===== config.mk =====
export PLATFORM = sky130hd
export DESIGN_NAME = eth_frame_loop_rx
export DESIGN_NICKNAME = d
export VERILOG_FILES = /design/src/source/eth_frame_pkg.sv /design/src/source/loop_ctl_pkg.sv /design/src/source/eth_frame_loop_rx.sv
export VERILOG_INCLUDE_DIRS = /design/src /design/src/source
export SDC_FILE = /design/constraint.sdc
export NUM_CORES = 1
export LEC_CHECK = 0
export BUFFER_PORTS_ARGS = -buffer_cell sky130_fd_sc_hd__buf_2
export CAP_MARGIN = 20
export CORE_AREA = 2 2 120 122
export DETAILED_ROUTE_END_ITERATION = 16
export DIE_AREA = 0 0 122 124
export PLACE_DENSITY = 0.86
export SYNTH_ARGS = -nofsm -noshare
export SYNTH_HDL_FRONTEND = slang
export SYNTH_SLANG_ARGS = --single-unit

===== constraint.sdc =====
create_clock -name clk -period 5.5 [get_ports clk]
set_input_delay 1.1 -clock clk [delete_from_list [all_inputs] [get_ports clk]]
set_output_delay 1.1 -clock clk [all_outputs]
set_load 0.02 [all_outputs]

===== src/source/eth_loop_settings.svh =====
`ifndef ETH_LOOP_SETTINGS_SVH
`define ETH_LOOP_SETTINGS_SVH
`default_nettype none

// Frame FIFO holds one full frame plus margin
`define FRAME_FIFO_AW 11
`define CTL_FIFO_AW 2
// Shortest frame that still holds a basic IPv4 header
`define MIN_FRAME_LEN 34

`default_nettype wire
`endif


===== src/source/eth_frame_pkg.sv =====
`default_nettype none

package eth_frame_pkg;

	// One byte of the frame stream
	typedef struct packed {
		logic [7:0] data;
		logic last;
	} frame_beat_t;

	localparam logic [15:0] ETHERTYPE_IPV4 = 16'h0800;
	localparam logic [7:0] IP_PROTO_UDP = 8'd17;

	// Byte offsets from the start of the frame
	localparam logic [15:0] ETHERTYPE_OFS = 16'd12;
	localparam logic [15:0] ETH_HDR_LEN = 16'd14;
	localparam logic [15:0] IP_PROTO_OFS = 16'd23;
	localparam logic [15:0] IP_ADDR_OFS = 16'd26;
	localparam logic [15:0] IP_ADDR_LEN = 16'd8;
	// 16-bit word index of the IP header checksum
	localparam logic [14:0] IP_CSUM_WORD = 15'd12;

	// Byte offsets inside the UDP header
	localparam logic [15:0] UDP_LEN_OFS = 16'd4;
	localparam logic [15:0] UDP_CSUM_OFS = 16'd6;
	localparam logic [15:0] UDP_HDR_LEN = 16'd8;

endpackage

`default_nettype wire


===== src/source/loop_ctl_pkg.sv =====
`default_nettype none

package loop_ctl_pkg;

	// One control word per frame, passed from rx to tx
	typedef struct packed {
		logic [15:0] ip_csum;
		logic [15:0] tr_csum;
		logic [13:0] tr_csum_pos;
		logic drop_frame;
		logic fcs_invalid;
	} loop_ctl_t;

	typedef enum logic [1:0] {
		RX_HEADER,
		RX_BODY,
		RX_DROP_REST,
		RX_WRITE_CTL
	} rx_state_t;

	typedef enum logic [1:0] {
		TX_WAIT_CTL,
		TX_FRAME,
		TX_DROP_FRAME
	} tx_state_t;

endpackage

`default_nettype wire


===== src/source/eth_frame_loop_rx.sv =====
`timescale 1ns/1ps
`include "eth_loop_settings.svh"
`default_nettype none

module eth_frame_loop_rx (
	input logic clk,
	input logic rst_n,
	input logic [7:0] in_data,
	input logic in_last,
	input logic in_user,
	input logic in_valid,
	output logic in_ready,
	output eth_frame_pkg::frame_beat_t beat,
	output logic beat_valid,
	input logic beat_ready,
	output loop_ctl_pkg::loop_ctl_t ctl,
	output logic ctl_valid,
	input logic ctl_ready
);
	import eth_frame_pkg::*;
	import loop_ctl_pkg::*;

	// Pseudo-header protocol term is constant, so the UDP sum starts with it
	localparam logic [16:0] UDP_ACC_INIT = {9'd0, IP_PROTO_UDP};
	// Word index of the UDP checksum minus twice the IHL
	localparam logic [13:0] TR_POS_BASE = 14'((ETH_HDR_LEN + UDP_CSUM_OFS) >> 1);

	rx_state_t state;
	logic [15:0] cnt;
	logic [15:0] eth_type;
	logic [3:0] ihl;
	logic [7:0] proto;
	logic [16:0] ip_acc;
	logic [16:0] udp_acc;
	logic fcs_bad;

	logic accept;
	logic [15:0] ip_end;
	logic [15:0] udp_rel;
	logic in_ip_hdr;
	logic in_ip_addr;
	logic in_udp;
	logic [15:0] byte_word;
	logic [15:0] udp_word;
	logic is_udp;

	function automatic logic [16:0] csum_add(input logic [16:0] acc, input logic [15:0] word);
		return {1'b0, acc[15:0]} + {16'd0, acc[16]} + {1'b0, word};
	endfunction

	function automatic logic [15:0] csum_final(input logic [16:0] acc);
		logic [16:0] folded;
		logic [15:0] result;
		folded = {1'b0, acc[15:0]} + {16'd0, acc[16]};
		result = ~(folded[15:0] + {15'd0, folded[16]});
		// Zero would mean "no checksum" to tx
		return (result == 16'd0) ? 16'hffff : result;
	endfunction

	assign in_ready = beat_ready && (state != RX_WRITE_CTL);
	assign beat_valid = in_valid && (state != RX_WRITE_CTL);
	assign beat = '{data: in_data, last: in_last};
	assign accept = in_valid && in_ready;

	// Position logic
	assign ip_end = ETH_HDR_LEN + {10'd0, ihl, 2'b00};
	assign udp_rel = cnt - ip_end;
	// IHL is not latched yet on its own byte, so byte 14 is forced in
	assign in_ip_hdr = ((cnt == ETH_HDR_LEN) || (cnt > ETH_HDR_LEN && cnt < ip_end))
		&& (cnt[15:1] != IP_CSUM_WORD);
	assign in_ip_addr = (cnt >= IP_ADDR_OFS) && (cnt < IP_ADDR_OFS + IP_ADDR_LEN);
	assign in_udp = (cnt > ETH_HDR_LEN) && (cnt >= ip_end)
		&& (udp_rel[15:1] != UDP_CSUM_OFS[15:1]);

	// Even offsets are the high byte of a word, so an odd tail byte is zero padded
	assign byte_word = cnt[0] ? {8'd0, in_data} : {in_data, 8'd0};

	// UDP length counts twice, once in the header and once in the pseudo-header;
	// doubling in ones' complement is a left rotate
	assign udp_word = (in_udp && udp_rel[15:1] == UDP_LEN_OFS[15:1])
		? {byte_word[14:0], byte_word[15]} : byte_word;

	always_ff @(posedge clk) begin
		if (accept) begin
			if (cnt == ETHERTYPE_OFS)
				eth_type[15:8] <= in_data;
			if (cnt == ETHERTYPE_OFS + 16'd1)
				eth_type[7:0] <= in_data;
			if (cnt == ETH_HDR_LEN)
				ihl <= in_data[3:0];
			if (cnt == IP_PROTO_OFS)
				proto <= in_data;
		end
	end

	always_ff @(posedge clk) begin
		if (!rst_n) begin
			state <= RX_HEADER;
			cnt <= 16'd0;
			ip_acc <= 17'd0;
			udp_acc <= UDP_ACC_INIT;
			fcs_bad <= 1'b0;
		end else begin
			case (state)
				RX_WRITE_CTL: begin
					if (ctl_ready) begin
						state <= RX_HEADER;
						cnt <= 16'd0;
						ip_acc <= 17'd0;
						udp_acc <= UDP_ACC_INIT;
					end
				end
				default: begin
					if (accept) begin
						cnt <= cnt + 16'd1;
						if (state == RX_BODY && in_ip_hdr)
							ip_acc <= csum_add(ip_acc, byte_word);
						if (state == RX_BODY && (in_ip_addr || in_udp))
							udp_acc <= csum_add(udp_acc, udp_word);

						if (in_last) begin
							state <= RX_WRITE_CTL;
							fcs_bad <= in_user;
						end else if (state == RX_HEADER && cnt == ETHERTYPE_OFS + 16'd1) begin
							// Non-IPv4 frames are only forwarded to the FIFO, then dropped
							if ({eth_type[15:8], in_data} == ETHERTYPE_IPV4)
								state <= RX_BODY;
							else
								state <= RX_DROP_REST;
						end
					end
				end
			endcase
		end
	end

	// cnt holds the frame length while the control word is presented
	assign is_udp = (proto == IP_PROTO_UDP) && (cnt >= ip_end + UDP_HDR_LEN);
	assign ctl_valid = (state == RX_WRITE_CTL);

	always_comb begin
		ctl.ip_csum = csum_final(ip_acc);
		ctl.tr_csum = is_udp ? csum_final(udp_acc) : 16'd0;
		ctl.tr_csum_pos = TR_POS_BASE + {9'd0, ihl, 1'b0};
		ctl.drop_frame = (eth_type != ETHERTYPE_IPV4) || (cnt < 16'(`MIN_FRAME_LEN))
			|| (cnt < ip_end);
		ctl.fcs_invalid = fcs_bad;
	end

endmodule

`default_nettype wire


### Word level (Yosys, flattened, before mapping)

Index checks and enable logic that the tools add are counted.

| word-level totals | value |
|---|---|
| word-level logic and storage cells | 98 |
| register bits | 81 |

| cells by class | value |
|---|---|
| $lt $le $gt $ge | 6 |
| multiplexer cells | 22 |
| reduce and logical (&&, ||, !) cells | 33 |
| eq/ne operators | 14 |
| bitwise gates (word level) | 3 |
| add/sub/neg operators | 11 |

Operator list:

| cell | count |
|---|---|
| two-way mux 17 bit | 8 |
| two-way mux 16 bit | 8 |
| equality test 16 x 4 -> 1 bit, second input constant | 3 |
| adder 16 x 1 -> 17 bit | 2 |
| adder 17 x 16 -> 17 bit | 2 |
| adder 16 x 1 -> 16 bit | 2 |
| zero test 16 bit | 2 |
| inverter 16 bit | 2 |
| adder 16 x 1 -> 16 bit, second input constant | 1 |
| equality test 16 x 12 -> 1 bit, second input constant | 1 |
| equality test 16 x 5 -> 1 bit, second input constant | 1 |
| greater-or-equal comparator 16 x 5 -> 1 bit, second input constant | 1 |
| greater-or-equal comparator 16 x 7 -> 1 bit | 1 |
| greater-or-equal comparator 16 x 8 -> 1 bit | 1 |
| greater-than comparator 16 x 4 -> 1 bit, second input constant | 1 |
| < comparator 16 x 6 -> 1 bit, second input constant | 1 |
| < comparator 16 x 7 -> 1 bit | 1 |
| != test 16 x 12 -> 1 bit, second input constant | 1 |
| subtractor 16 x 7 -> 16 bit | 1 |
| equality test 15 x 2 -> 1 bit, second input constant | 1 |
| != test 15 x 2 -> 1 bit, second input constant | 1 |
| != test 15 x 4 -> 1 bit, second input constant | 1 |
| logical AND 1 bit | 13 |
| two-way mux 2 bit | 6 |
| 15 further kinds | 27 |

### Logic depth before layout (Yosys ltp)

| logic depth | value |
|---|---|
| depth after elaboration | 10 |
| depth in mapped cells | 22 |
| depth with buffers taken out | 21 |

### Least setup slack after synthesis

OpenSTA, ideal clock, no wires.

| path | value |
|---|---|
| path type | flip-flop to flip-flop |
| start point | reg ihl[0] |
| end point | reg udp_acc[16] |
| cell stages (with the launch flop) | 21 |
| path buffers | 1 |
| required time | 5383 ps |
| arrival | 4985 ps |
| period minus slack after synthesis | 5102 ps |
| setup slack | 398 ps |
| setup time | 117 ps |
| cell sequence | edfxtp_1 -> inv_1 -> ha_1 -> inv_1 -> ha_1 -> o21ba_2 -> o211ai_1 -> mux2_2 -> nand4_2 -> buf_2 -> o21ai_0 -> ha_1 -> fa_1 -> a211oi_1 -> o21ai_0 -> a31o_2 -> a2111oi_0 -> o21bai_1 -> a21oi_1 -> xnor2_1 -> a22o_1 |

| between the ends | value |
|---|---|
| cells in the longest elaborated chain, start to end | 10 |
| elaborated cells on any way between the ends | 17 |

RTL lines:

| element | RTL line | source |
|---|---|---|
| from (decl) | eth_frame_loop_rx.sv:31 | `logic [3:0] ihl;` |
| from (signal assigned) | eth_frame_loop_rx.sv:90 | `ihl <= in_data[3:0];` |
| adder 4 x 6 -> 7 bit (*) | eth_frame_loop_rx.sv:66 | `assign ip_end = ETH_HDR_LEN + {10'd0, ihl, 2'b00};` |
| subtractor 16 x 7 -> 16 bit / greater-or-equal comparator 16 x 7 -> 1 bit (equally long branches) | eth_frame_loop_rx.sv:67, eth_frame_loop_rx.sv:72 |  |
| != test 15 x 2 -> 1 bit / logical AND 1 bit (equally long branches) | eth_frame_loop_rx.sv:73, eth_frame_loop_rx.sv:72 |  |
| logical AND 1 bit | eth_frame_loop_rx.sv:73 | `&& (udp_rel[15:1] != UDP_CSUM_OFS[15:1]);` |
| logical AND 1 bit | eth_frame_loop_rx.sv:80 | `assign udp_word = (in_udp && udp_rel[15:1] == UDP_LEN_OFS[15:1])` |
| two-way mux 16 bit | eth_frame_loop_rx.sv:81 | `? {byte_word[14:0], byte_word[15]} : byte_word;` |
| adder 17 x 16 -> 17 bit | eth_frame_loop_rx.sv:48 | `return {1'b0, acc[15:0]} + {16'd0, acc[16]} + {1'b0, word};` |
| two-way mux 17 bit | eth_frame_loop_rx.sv:118 | `if (state == RX_BODY && (in_ip_addr \|\| in_udp))` |
| two-way mux 17 bit | eth_frame_loop_rx.sv:114 | `if (accept) begin` |
| two-way mux 17 bit | eth_frame_loop_rx.sv:104 | `case (state)` |
| to (signal assigned) | eth_frame_loop_rx.sv:119 | `udp_acc <= csum_add(udp_acc, udp_word);` |
| to (decl) | eth_frame_loop_rx.sv:34 | `logic [16:0] udp_acc;` |

Mark *: on every way between the ends. The rest lies on a longest branch, timed or not. The select of a mux whose other input is x is not followed.
A chain may end at the register's enable or synchronous reset.

### Final worst setup path

Ends and elaborated chain as after synthesis.

==> flow_metrics.tcl <==
set metrics [dict create \
    setup_violations 0 \
    final_common_cell "nand2_1" \
    dp_hpwl_um 15600 \
    dpl-instance-area_um2 8337 \
    start_kind "flop" \
    clk_latency_ns 0.35 \
    cts_tree "done" \
    rows 43 \
    drc 0 \
    nets 1088 \
    drive_gt1_share_pct 18.47 \
    slew_headroom_pct 28.89 \
    cp_max_fo 16 \
    synth-simple-area-share_pct 27.66 \
    cts-hold-fix-buffers 0 \
    powerDensity_nw_per_um2 147.9 \
    totalWireLength_um 20520 \
    start_util_pct 58.03 \
    numPortBuffers 65 \
    ios 75 \
    fin_area_um2 8695 \
    ys_types 93 \
    max_freq_mhz 187.7 \
    async_flop_share_pct 0 \
    syn_inst 967 \
    arrival_ns 5.57 \
    synth_fa_ha_area_share_pct 9.618 \
    routabilityCongestion 0.9477 \
    design.core.area_um2 13720 \
    slew_viol_final 0 \
    ff2ff_setup_slack_ns 0.17 \
    drtAntennaViolNets 0 \
    status "finished, final reports clean" \
    leakagePower_nw 3.492 \
    drt_first_pass_iters 5 \
    grt-ovfl-total 0 \
    cts_buffer_depth 2 \
    hold_viol_final 0 \
    cts_root_buf "clkbuf_16" \
    synth_area_um2 7961 \
    seq_area_frac_synth_pct 23.89 \
    multi_input_area_um2 5605 \
    fin_crit_sh_pct 96.89 \
    die_x_um 122 \
    die_height_um 124 \
    final_cell_mix "84 x nand2_1, 65 x buf_2, 64 x xnor2_1" \
    critPathRequiredTime_ns 5.74 \
    grt_max_degree 34 \
    ys_seq_elements 81 \
    post-route-util_pct 63.37 \
    regArea_um2 1902 \
    end_kind "flop" \
    die-area_um2 15130 \
    synth_compound_area_share_pct 18.01 \
    clock_sinks 81 \
    yosysWarnings 0 \
    numCtsBuffers 9 \
    period_minus_slack_ns 5.329 \
    max_slew.worst_pin.slew_ns 1.059 \
    synth_area_per_cell_um2 8.233 \
    viasPerCell 6.154 \
    antenna_found_initial 0 \
    clk_pin_slew_ns 0.06 \
    synth_top_family_by_area "simple AND/OR/NAND/NOR gates" \
    finalSetupTns_ns 0 \
    drt_iter0_drc 598 \
    synth.area.mux_share_pct 2.483 \
    grt_pass1_vias 6943 \
    synth_xor_area_share_pct 11.41 \
    grt_pass1_wl_um 33070 \
    hold_path_class "reg2reg" \
    power_w 0.001286 \
    synth_ff_type "dfxtp_1" \
    area_growth_syn_to_layout_pct 9.210 \
    wl_per_cell_um 17.13 \
    ir_worst_vdd_uv 149.2 \
    diodes 0 \
    nFillCells 1164 \
    cts.htree.levels 3 \
    grt_usage_pct 27.16 \
    skew_ns 0.007098 \
    synth_edf_count 28 \
    maxCapViolCount 0 \
    crit_type "reg2reg" \
    vias 7372 \
]
through the flow:
stage	worst slack, ns	cells	hold slack, ns
after global placement	0.5020	1181	0.4388
after floorplan	0.3984	975	0.4291
after CTS	0.01704	1197	0.4834
after detailed placement	0.3060	1181	0.4696
final	0.1713	1198	0.4854
after global routing	-0.1084	1198	0.5062
state kept, by name, indices dropped and copies added (netlist names):
signal    count
cnt          16
eth_type     16
ihl           4
udp_acc      17
ip_acc       17
proto         8
state         2
fcs_bad       1
worst max-delay path, cell delays in order, from the launching register on:
cell and delay, ns:
edfxtp_1 0.42, inv_1 0.08, ha_1 0.36, inv_1 0.10
ha_1 0.32, o21ba_2 0.24, o211ai_1 0.35, mux2_2 0.40
nand4_2 0.16, buf_6 0.20, o21ai_0 0.12, ha_1 0.26
fa_1 0.43, a211oi_1 0.26, o21ai_0 0.19, a31o_2 0.32
a2111oi_1 0.33, o21bai_1 0.12, a21oi_1 0.22, xnor2_1 0.12
a22o_1 0.23
metal layers:
metal,global-route usage (%),wire [µm]
met5,0,0
met1,33.90,8521
met2,47.31,10030
met3,4.121,1434
met4,10.42,527
cell type report:
| class | count | share of cell area [%] |
|---|---|---|
| multi-input combinational | 787 | 64.47 |
| sequential | 81 | 21.87 |
| timing repair buffer | 86 | 5.886 |
| clock buffer | 9 | 2.590 |
| tap | 180 | 2.590 |
| inverter | 48 | 2.072 |
| clock inverter | 7 | 0.5181 |
synth_stat cells (all sizes together), types with 14 or more instances:
cell type / count / share of area, %
nand2: 95 / 4.8
xnor2: 66 / 7.4
nor2: 62 / 2.9
a21oi: 60 / 3.9
ha: 58 / 9.1
dfxtp: 53 / 13
nand3: 52 / 3.5
inv: 47 / 2.2
o21ai: 47 / 3.4
buf: 43 / 3.9
xor2: 33 / 4.0
edfxtp: 28 / 11
nor3: 25 / 1.6
nor4: 24 / 2.5
nand4: 22 / 2.2
nand2b: 17 / 1.3
and2: 16 / 1.3
clkbuf: 16 / 0.77
nor2b: 16 / 1.3
and3: 15 / 1.2
mux2: 14 / 2.0
where the power goes:
group / total [W] / leakage, nW / internal, W / switching [W]
logic: 0.000110 / 2.69 / 0.0000370 / 0.0000730
clock network: 0.000552 / 0.129 / 0.000304 / 0.000248
registers: 0.000624 / 0.679 / 0.000620 / 0.00000407
logic make-up (layout without fill, tap and decap cells):
| logic type | Yosys count | count (layout) |
|---|---|---|
| XOR/XNOR | 99 | 99 |
| flip-flops | 81 | 81 |
| multiplexers | 18 | 18 |
| AO/OA/AOI/OAI | 207 | 207 |
| AND/OR/NAND/NOR | 394 | 394 |
| buffers and inverters | 107 | 150 |
| adder cells (fa/ha/maj) | 60 | 60 |
| other | 1 | 9 |
worst paths after layout:
check,start,to,cells past startpoint
worst max-delay path,ihl[0],udp_acc[16],20
worst min-delay path,ip_acc[0],ip_acc[0],2
worst max register to register,ihl[0],udp_acc[16],20
worst min register to register,ip_acc[0],ip_acc[0],2
repair_timing:
| item | 4_1_cts | 5_1_grt |
|---|---|---|
| gates resized for setup | 0 | 13 |
| setup endpoints to repair | 0 | 30 |
| setup buffers | 0 | 1 |
| hold endpoints to repair | 0 | 0 |
Power figures use the tool's default switching activity.
