<file path="config.mk">
export PLATFORM = sky130hd
export DESIGN_NAME = eth_frame_loop_tx
export DESIGN_NICKNAME = d
export VERILOG_FILES = /design/src/source/eth_loop_settings.svh /design/src/source/eth_frame_pkg.sv /design/src/source/loop_ctl_pkg.sv /design/src/source/eth_frame_loop_tx.sv
export SDC_FILE = /design/constraint.sdc
export NUM_CORES = 1
export LEC_CHECK = 0
export BUFFER_PORTS_ARGS = -buffer_cell sky130_fd_sc_hd__clkbuf_2
export CAP_MARGIN = 30
export CORE_MARGIN = 2
export CORE_UTILIZATION = 40
export DETAILED_ROUTE_END_ITERATION = 6
export GPL_TIMING_DRIVEN = 0
export SLEW_MARGIN = 15
export SYNTH_ARGS = -nofsm -noshare
export SYNTH_HDL_FRONTEND = slang
export SYNTH_SLANG_ARGS = --single-unit
</file>
<file path="constraint.sdc">
create_clock -name clk -period 3.43 [get_ports clk]
set_clock_uncertainty 0.05 [all_clocks]
set_input_delay 0.686 -clock clk [delete_from_list [all_inputs] [get_ports clk]]
set_output_delay 0.686 -clock clk [all_outputs]
set_load 0.005 [all_outputs]
</file>
<file path="src/source/eth_loop_settings.svh">
`ifndef ETH_LOOP_SETTINGS_SVH
`define ETH_LOOP_SETTINGS_SVH
`default_nettype none

// Frame FIFO holds one full frame plus margin
`define FRAME_FIFO_AW 11
`define CTL_FIFO_AW 2
// Shortest frame that still holds a basic IPv4 header
`define MIN_FRAME_LEN 34

`default_nettype wire
`endif

</file>
<file path="src/source/eth_frame_pkg.sv">
`default_nettype none

package eth_frame_pkg;

	// One byte of the frame stream
	typedef struct packed {
		logic [7:0] data;
		logic last;
	} frame_beat_t;

	localparam logic [15:0] ETHERTYPE_IPV4 = 16'h0800;
	localparam logic [7:0] IP_PROTO_UDP = 8'd17;

	// Byte offsets from the start of the frame
	localparam logic [15:0] ETHERTYPE_OFS = 16'd12;
	localparam logic [15:0] ETH_HDR_LEN = 16'd14;
	localparam logic [15:0] IP_PROTO_OFS = 16'd23;
	localparam logic [15:0] IP_ADDR_OFS = 16'd26;
	localparam logic [15:0] IP_ADDR_LEN = 16'd8;
	// 16-bit word index of the IP header checksum
	localparam logic [14:0] IP_CSUM_WORD = 15'd12;

	// Byte offsets inside the UDP header
	localparam logic [15:0] UDP_LEN_OFS = 16'd4;
	localparam logic [15:0] UDP_CSUM_OFS = 16'd6;
	localparam logic [15:0] UDP_HDR_LEN = 16'd8;

endpackage

`default_nettype wire

</file>
<file path="src/source/loop_ctl_pkg.sv">
`default_nettype none

package loop_ctl_pkg;

	// One control word per frame, passed from rx to tx
	typedef struct packed {
		logic [15:0] ip_csum;
		logic [15:0] tr_csum;
		logic [13:0] tr_csum_pos;
		logic drop_frame;
		logic fcs_invalid;
	} loop_ctl_t;

	typedef enum logic [1:0] {
		RX_HEADER,
		RX_BODY,
		RX_DROP_REST,
		RX_WRITE_CTL
	} rx_state_t;

	typedef enum logic [1:0] {
		TX_WAIT_CTL,
		TX_FRAME,
		TX_DROP_FRAME
	} tx_state_t;

endpackage

`default_nettype wire

</file>
<file path="src/source/eth_frame_loop_tx.sv">
`timescale 1ns/1ps
`default_nettype none

module eth_frame_loop_tx (
	input logic clk,
	input logic rst_n,
	input eth_frame_pkg::frame_beat_t frame,
	input logic frame_valid,
	output logic frame_ready,
	input loop_ctl_pkg::loop_ctl_t ctl,
	input logic ctl_valid,
	output logic ctl_ready,
	output logic [7:0] out_data,
	output logic out_user,
	output logic out_last,
	output logic out_valid,
	input logic out_ready
);
	import eth_frame_pkg::*;
	import loop_ctl_pkg::*;

	tx_state_t state;
	logic [15:0] count;
	logic [15:0] ip_csum;
	logic [15:0] tr_csum;
	logic [13:0] tr_csum_pos;
	logic fcs_invalid;

	always_ff @(posedge clk) begin
		if (!rst_n) begin
			state <= TX_WAIT_CTL;
			count <= 16'd0;
			ip_csum <= 16'd0;
			tr_csum <= 16'd0;
			tr_csum_pos <= 14'd0;
			fcs_invalid <= 1'b0;
			ctl_ready <= 1'b0;
		end else begin
			case (state)
				TX_WAIT_CTL: begin
					ctl_ready <= 1'b1;
					if (ctl_ready && ctl_valid) begin
						state <= ctl.drop_frame ? TX_DROP_FRAME : TX_FRAME;
						count <= 16'd0;
						ip_csum <= ctl.ip_csum;
						tr_csum <= ctl.tr_csum;
						tr_csum_pos <= ctl.tr_csum_pos;
						fcs_invalid <= ctl.fcs_invalid;
						// Drop ready right away so only one word is taken per frame
						ctl_ready <= 1'b0;
					end
				end
				TX_FRAME: begin
					if (out_ready && out_valid) begin
						count <= count + 16'd1;
						if (out_last)
							state <= TX_WAIT_CTL;
					end
				end
				TX_DROP_FRAME: begin
					if (frame_ready && frame_valid && frame.last)
						state <= TX_WAIT_CTL;
				end
				default: begin
					state <= TX_WAIT_CTL;
				end
			endcase
		end
	end

	// Pass-through with checksum substitution, high byte first
	always_comb begin
		out_data = 8'd0;
		out_last = 1'b0;
		out_user = 1'b0;
		out_valid = 1'b0;
		frame_ready = 1'b0;

		if (state == TX_FRAME) begin
			if (ip_csum != 16'd0 && count[15:1] == IP_CSUM_WORD)
				out_data = count[0] ? ip_csum[7:0] : ip_csum[15:8];
			else if (tr_csum != 16'd0 && count[15:1] == {1'b0, tr_csum_pos})
				out_data = count[0] ? tr_csum[7:0] : tr_csum[15:8];
			else
				out_data = frame.data;

			out_last = frame.last;
			out_user = fcs_invalid && frame.last;
			out_valid = frame_valid;
			frame_ready = out_ready;
		end else if (state == TX_DROP_FRAME) begin
			frame_ready = 1'b1;
		end
	end

endmodule

`default_nettype wire

</file>
; ---- After elaboration in Yosys (flattened, before gate mapping)
; Cells that the tools add are included.
[word_totals]
register_bits = 66
word_cells = 50
in_bits = 62
output_inout_bits = 13
[classes]
n_reduce_logical = 14
add_sub_neg = 1
n_eq_ne = 8
mux = 20
[op_table]
columns = cell, n
row1 = two-way mux 8 bit, 5
row2 = two-way mux 16 bit, 2
row3 = one-hot mux 16 bit (2 select lines), 1
row4 = nonzero test 16 bit, 2
row5 = "adder 16 x 1 -> 16 bit, second input constant", 1
row6 = == test 15 x 14 -> 1 bit, 1
row7 = "== test 15 x 4 -> 1 bit, second input constant", 1
row8 = two-way mux 2 bit, 5
row9 = "inequality test 2 bit, second input constant", 4
row10 = logical AND 1 bit, 7
row11 = two-way mux 1 bit, 6
row12 = one-hot mux 2 bit (3 select lines), 1
row13 = AND reduction 4 bit, 1
row14 = AND reduction 3 bit, 1
row15 = "== test 2 x 1 -> 1 bit, second input constant", 1
row16 = "== test 2 bit, second input constant", 1
row17 = zero test 2 bit, 1
row18 = AND reduction 2 bit, 1
row19 = nonzero test 2 bit, 1

; ---- Longest topological paths before layout
; Gate-level depths: netlist of run 1.
[depth]
depth_word = 7
depth_mapped = 7
mapped_depth_nobuf = 5

; ---- Least setup slack after synthesis of run 1
; Ideal clock, no wire load.
[synth_timing]
kind = reg-to-output
startpoint = register count[4]
endpoint = output port out_data[0]
required_time_ns = 2.694
arrival_ns = 1.893
n_path_buf = 2
path_stages_with_launch = 8
slack_ns = 0.801
path_cell_list = dfxtp_1 > buf_6 > xor2_1 > or4_4 > nor4_4 > and2_1 > buf_6 > o211ai_1
[synth_between]
elab_chain_cells = 5
elab_cells_between_ends = 7
cone_classes = eq/ne: 2 / mux: 3 / reduce/logical: 2
[synth_lines]
columns = element, line
row1 = from (decl), eth_frame_loop_tx.sv:23  ; logic [15:0] count;
row2 = from (signal assigned), eth_frame_loop_tx.sv:55  ; count <= count + 16'd1;
row3 = == test 15 x 14 -> 1 bit, eth_frame_loop_tx.sv:82  ; else if (tr_csum != 16'd0 && count[15:1] == {1'b0, tr_csum_pos})
row4 = logical AND 1 bit, eth_frame_loop_tx.sv:82
row5 = two-way mux 8 bit, eth_frame_loop_tx.sv:82
row6 = two-way mux 8 bit (*), eth_frame_loop_tx.sv:80  ; if (ip_csum != 16'd0 && count[15:1] == IP_CSUM_WORD)
row7 = two-way mux 8 bit (*), eth_frame_loop_tx.sv:79  ; if (state == TX_FRAME) begin
row8 = to (decl), eth_frame_loop_tx.sv:13  ; output logic [7:0] out_data,
; Every way passes the cells marked *; elsewhere a longest branch is shown, timed or not.

; ---- Worst setup path in the final report of run 1
[layout_timing]
startpoint = register count[4]
endpoint = output port out_data[7]
; Same word-level chain as after synthesis.

==> results of run 1 <==
[kinds of logic (layout without fill, tap and decap cells)]
kind of cell	count (synthesis)	after routing	share of synthesized area
adders and majority gates	1	1	0.00381
buffers and inverters	29	119	0.0381
and+or+nand+nor	195	195	0.275
AOI/OAI and AO/OA	72	72	0.159
xor gates and xnor gates	25	25	0.0667
DFF	66	66	0.403
muxes	16	16	0.0549
[Yosys cell counts (2+ instances only)]
master / instances / area share
nand2_1: 118 / 0.14
dfxtp_1: 66 / 0.40
a21boi_0: 48 / 0.11
clkbuf_1: 19 / 0.022
xnor2_1: 19 / 0.051
mux2_2: 16 / 0.055
nand4_1: 16 / 0.031
nor2_1: 15 / 0.017
nor4_1: 12 / 0.023
nor3_1: 9 / 0.014
o211ai_1: 8 / 0.018
xor2_1: 6 / 0.016
nand3_1: 5 / 0.0076
a21oi_1: 4 / 0.0061
and2_1: 4 / 0.0076
inv_1: 4 / 0.0046
o21a_1: 4 / 0.0092
o21ai_0: 4 / 0.0061
and3_1: 3 / 0.0057
buf_1: 3 / 0.0034
nor2b_1: 3 / 0.0057
or3_1: 3 / 0.0057
and4_1: 2 / 0.0053
buf_6: 2 / 0.0069
o2111ai_1: 2 / 0.0053
[per-stage QoR]
| step | util | cells | power, mW | area [sq um] |
|---|---|---|---|---|
| 2_1_floorplan | - | 404 | 0.989 | 3280 |
| 3_3_place_gp | 0.467 | 583 | 1.08 | 3780 |
| 3_5_place_dp | 0.467 | 583 | 1.08 | 3780 |
| 4_1_cts | 0.494 | 599 | 1.79 | 4000 |
| 5_1_grt | 0.495 | 599 | 1.86 | 4000 |
| 6_report | 0.495 | 599 | 1.78 | 4000 |
[power breakdown]
| group | internal (mW) | switching [mW] | total, mW |
|---|---|---|---|
| clock | 0.416 | 0.296 | 0.713 |
| combinational | 0.106 | 0.134 | 0.240 |
| sequential | 0.799 | 0.0257 | 0.825 |
| total | 1.32 | 0.455 | 1.78 |
[registers in the layout, summed over array words and instances (netlist names)]
register,flops
count,16
ctl_ready,1
fcs_invalid,1
ip_csum,16
state,2
tr_csum,16
tr_csum_pos,14
[layout make-up]
type / instances / area, sq um
timing repair buffer: 74 / 370
clock inverter: 1 / 30.0
tap: 105 / 131
buffer: 25 / 110
fill: 852 / 4090
inverter: 4 / 15.0
multi-input combinational: 309 / 1840
sequential: 66 / 1320
clock buffer: 15 / 186
[cells in the final DEF, fill, tap and decap left out, types with 2 or more instances in the layout]
cell type | synthesis | layout
a21boi_0 | 48 | 48
a21oi_1 | 4 | 4
and2_1 | 4 | 4
and3_1 | 3 | 3
and4_1 | 2 | 2
buf_1 | 3 | 3
buf_6 | 2 | 2
clkbuf_1 | 19 | 21
clkbuf_2 | 0 | 74
clkbuf_8 | 0 | 13
dfxtp_1 | 66 | 66
inv_1 | 4 | 4
mux2_2 | 16 | 16
nand2_1 | 118 | 118
nand3_1 | 5 | 5
nand4_1 | 16 | 16
nor2_1 | 15 | 15
nor2b_1 | 3 | 3
nor3_1 | 9 | 8
nor4_1 | 12 | 12
o2111ai_1 | 2 | 2
o211ai_1 | 8 | 8
o21a_1 | 4 | 4
o21ai_0 | 4 | 4
or3_1 | 3 | 3
xnor2_1 | 19 | 19
xor2_1 | 6 | 6
[what timing repair did]
item | in CTS | in global routing
gates resized for setup | 0 | 1
setup buffers | 0 | 0
setup endpoints to repair | 0 | 8
[per-layer routing]
metal / GRT usage / part of all wire / up-vias
li1: - / - / 1563
met1: 0.260 / 0.46 / 1388
met2: 0.328 / 0.47 / 80
met3: 0.0399 / 0.048 / 11
met4: 0.0797 / 0.017 / 0
met5: 0 / 0 / -
[final timing paths]
| check | start | end | depth (start not counted) |
|---|---|---|---|
| hold reg to reg | fcs_invalid | fcs_invalid | 2 |
| setup reg to reg | state[0] | tr_csum_pos[5] | 6 |
| hold / removal | fcs_invalid | fcs_invalid | 2 |
| setup / recovery | count[4] | out_data[7] | 8 |
[worst max-delay path, cell delays in order (launching register included)]
cell and delay, ns:
dfxtp_1 0.31, buf_6 0.13, xor2_1 0.16, or4_4 0.53, nor4_4 0.40, and2_1 0.22
buf_6 0.12, o211ai_1 0.11, clkbuf_2 0.13
==> results.py, run 1 <==
metrics = {
    "status": {
        "status": "complete, no violations",
    },
    "synthesis": {
        "yosysSeqAreaShare": 0.403,
        "ys.flop_type": "dfxtp_1",
        "synth_nets": 467,
        "synth_seq_cells": 66,
        "avgSynthCellArea_sq_um": 8.12,
        "synth_edf_count": 0,
        "yosys_warnings": 0,
        "synth_cells": 404,
        "ys_async_sr_fraction": 0,
        "ys_types": 34,
        "syn_area_sq_mm": 0.00328,
    },
    "sta": {
        "slew_headroom": 0.514,
        "finalHoldViolations": 0,
        "worst_slew_pin_slew_ns": 0.728,
        "rsz0062_at_grt": "false",
        "hold_ws_ns": 0.412,
        "finalCriticalPeriod_ns": 3.20,
        "max_freq_mhz": 313,
        "finalSetupViolations": 0,
        "fin_crit_sh": 0.932,
        "maxSlewViolCount": 0,
        "fin_ws_ns": 0.235,
        "tns_ns": 0,
    },
    "clock_tree": {
        "cts_tree": "built",
        "postCtsHoldBufs": 0,
        "clkLatencyLatePin_ns": 0.35,
        "cts.sinks": 66,
        "cts_inserted_buffers": 9,
        "cts-htree-levels": 3,
        "root_buffer": "clkbuf_8",
        "cts_max_path_buffers": 2,
        "clkTransAtPathRegs_ns": 0.07,
    },
    "pwr": {
        "total_leakage_power_nw": 1.50,
        "ir_drop_mv": 0.216,
        "powerDensity_mw_per_mm2": 444,
    },
    "critical_path": {
        "crit_type": "reg2out",
        "worstSetupStartpointType": "flop",
        "end_kind": "output pin",
        "crit_arrival_ns": 2.46,
        "r2r_slack_ns": 1.27,
        "cp.required_ns": 2.69,
        "critPathMaxFanout": 9,
    },
    "detailed_routing": {
        "via_per_inst": 5.08,
        "routedWlPerCell_um": 13.8,
        "drt_iter0_drc": 112,
        "drc": 0,
        "first_pass_iters": 4,
        "vias": 3042,
        "ant_nets": 0,
        "totalWireLength_mm": 8.27,
    },
    "grt": {
        "grt_pass1_wl_mm": 13.8,
        "track_usage": 0.200,
        "antenna_found_initial": 0,
        "first_global_vias": 2865,
        "grt_max_degree": 11,
        "grt-ovfl-total": 0,
    },
    "placement": {
        "place.port_buffers": 74,
        "dp_slack_ns": 0.493,
        "dp_hpwl_mm": 6.29,
        "place.gp.congestion": 0.907,
    },
    "layout": {
        "diodes": 0,
        "layout.nets": 552,
        "syn2layout_area_growth_pct": 22.0,
        "drive_above_1_share": 0.223,
    },
    "worst_hold_path": {
        "hold_path.class": "reg2reg",
    },
    "floorplanning": {
        "die-area_sq_mm": 0.00894,
        "start_util": 0.405,
        "ios": 75,
        "die_h_um": 94.6,
        "coreArea_sq_mm": 0.00809,
        "rows": 33,
        "die_w_um": 94.6,
    },
    "run": {
        "max-cap-violations": 0,
    },
}
Note: power is estimated with default switching activity, not from simulation.
==> run 2: changes to the inputs <==
==> constraint.sdc (replaced) <==
create_clock -name clk -period 2.87 [get_ports clk]
set_clock_uncertainty 0.05 [all_clocks]
set_input_delay 0.574 -clock clk [delete_from_list [all_inputs] [get_ports clk]]
set_output_delay 0.574 -clock clk [all_outputs]
set_load 0.005 [all_outputs]
==> results.py, run 2 (synthesis results as in run 1) <==
metrics = {
    "status": {
        "status": "complete, no violations",
    },
    "pwr": {
        "pwr-share-seq": 0.462,
        "combPwrFrac": 0.139,
        "total_leakage_power_nw": 1.54,
        "clkPwrFrac": 0.399,
        "powerDensity_mw_per_mm2": 526,
        "ir_drop_mv": 0.254,
        "p_sw_frac": 0.256,
        "p_int_mw": 1.58,
        "p_switching_uw": 544,
    },
    "sta": {
        "finalHoldViolations": 0,
        "fin_ws_ns": 0.0465,
        "fin_crit_sh": 0.984,
        "max_freq_mhz": 354,
        "worst_slew_pin_slew_ns": 0.758,
        "finalSetupViolations": 0,
        "slew_headroom": 0.494,
        "maxSlewViolCount": 0,
        "finalCriticalPeriod_ns": 2.82,
        "rsz0062_at_grt": "true",
    },
    "detailed_routing": {
        "via_per_inst": 5.05,
        "vias": 3027,
        "ant_nets": 0,
        "drc": 0,
        "routedWlPerCell_um": 13.9,
        "first_pass_iters": 4,
        "drt_iter0_drc": 110,
        "totalWireLength_mm": 8.35,
    },
    "critical_path": {
        "critPathMaxStageDelay_ns": 0.52,
        "crit_end": "out_data[0]",
        "worstReg2RegEnd": "tr_csum_pos[5]",
        "crit_type": "reg2out",
        "r2r_cells": 6,
        "cp_num_cells": 7,
        "slowest_stage": "or4_4",
        "cp.required_ns": 2.25,
        "crit_arrival_ns": 2.20,
        "crit_buf_inv": 2,
        "crit_path_start": "count[13]",
        "worstSetupStartpointType": "flop",
        "critPathMaxFanout": 8,
        "reg2reg_from": "state[0]",
        "r2r_slack_ns": 0.75,
        "critical-path-top-delay-family": "simple AND/OR/NAND/NOR gates",
        "end_kind": "output pin",
        "path_cells": "xor2_1 -> or4_4 -> nor4_4 -> buf_4 -> nand4_1 -> o211ai_1 -> buf_2",
    },
    "grt": {
        "first_global_vias": 2866,
        "grt-ovfl-total": 0,
        "track_usage": 0.201,
        "grt_pass1_wl_mm": 13.9,
        "antenna_found_initial": 0,
        "grt_max_degree": 11,
    },
    "floorplanning": {
        "coreArea_sq_mm": 0.00809,
        "start_util": 0.405,
        "die_w_um": 94.6,
        "rows": 33,
        "die-area_sq_mm": 0.00894,
        "die_h_um": 94.6,
        "ios": 75,
    },
    "clock_tree": {
        "cts_max_path_buffers": 2,
        "cts.sinks": 66,
        "clkLatencyLatePin_ns": 0.35,
        "root_buffer": "clkbuf_8",
        "cts_tree": "built",
        "cts_inserted_buffers": 9,
        "clkTransAtPathRegs_ns": 0.07,
        "cts-htree-levels": 3,
        "postCtsHoldBufs": 0,
    },
    "layout": {
        "largestRegisters": "count: 16 flops, ip_csum: 16 flops, tr_csum: 16 flops",
        "design_area_sq_mm": 0.00405,
        "drive_above_1_share": 0.247,
        "syn2layout_area_growth_pct": 23.3,
        "layout.nets": 552,
        "final_cell_mix": "118 x nand2_1, 69 x clkbuf_2, 63 x dfxtp_1",
        "final_common_cell": "nand2_1",
        "diodes": 0,
    },
    "placement": {
        "place.port_buffers": 74,
        "dp_hpwl_mm": 6.29,
        "place.gp.congestion": 0.907,
        "place_area_sq_mm": 0.00378,
        "dp_slack_ns": 0.0449,
    },
    "run": {
        "max-cap-violations": 0,
    },
    "worst_hold_path": {
        "hold_path.class": "in2reg",
    },
}
## run 2: cell count changes in the layout (fill, tap and decap cells not counted), sizes merged
cell    change
buf         +9
clkbuf      -9
## run 2: power by group through the flow
| stage | logic, mW | registers [mW] | clock network (mW) |
|---|---|---|---|
| finish | 0.296 | 0.985 | 0.849 |
| floorplan | 0.186 | 0.996 | 0 |
| global placement | 0.284 | 1.01 | 0 |
| CTS | 0.296 | 0.986 | 0.864 |
| global route | 0.334 | 0.990 | 0.907 |
| detailed placement | 0.287 | 1.01 | 0 |
## run 2: worst min-delay path by stage
stage	start	endpoint	slack [ns]	depth (start not counted)
3_3_place_gp	fcs_invalid	fcs_invalid	0.40	2
6_report	ctl[33]	ip_csum[1]	0.40	3
2_1_floorplan	fcs_invalid	fcs_invalid	0.39	2
3_5_place_dp	fcs_invalid	fcs_invalid	0.41	2
4_1_cts	ctl[25]	tr_csum[9]	0.39	3
5_1_grt	ctl[35]	ip_csum[3]	0.40	3
## run 2: metal layers
metal  wire length, um  global-route usage  up-vias  part of all wire
li1                  -                   -     1566                 -
met1              3890               0.262     1389              0.47
met2              3940               0.328       62              0.47
met3               416              0.0399       10             0.050
met4               102              0.0797        0             0.012
met5                 0                   0        -                 0
## run 2: worst min-delay path: cells and delay by family
kind | cells | cell delay, ns
AOI/OAI and AO/OA | 1 | 0.06
buffers and inverters | 1 | 0.08
and+or+nand+nor | 1 | 0.04
## run 2: layout make-up
type                            count  area [sq um]
Fill cell                         841          4050
Timing Repair Buffer               79           408
Multi-Input combinational cell    309          1860
Clock inverter                      1          30.0
Buffer                             20          87.6
Clock buffer                       15           186
Tap cell                          105           131
Inverter                            4          15.0
Sequential cell                    66          1330
## run 2: timing repair
item	4_1_cts	5_1_grt
setup endpoints to repair	8	8
resized for setup	5	15
hold endpoints to repair	0	0
pin swaps	3	12
setup buffers	1	4
## run 2: metrics by stage
stage	power, mW	hold WS, ns	setup TNS [ns]	util	instances
after floorplan	1.18	0.389	0	-	404
after global placement	1.29	0.396	0	0.467	583
after detailed placement	1.29	0.412	0	0.467	583
after CTS	2.15	0.395	0	0.495	597
after global routing	2.23	0.399	-0.186	0.500	599
final	2.13	0.403	0	0.500	599
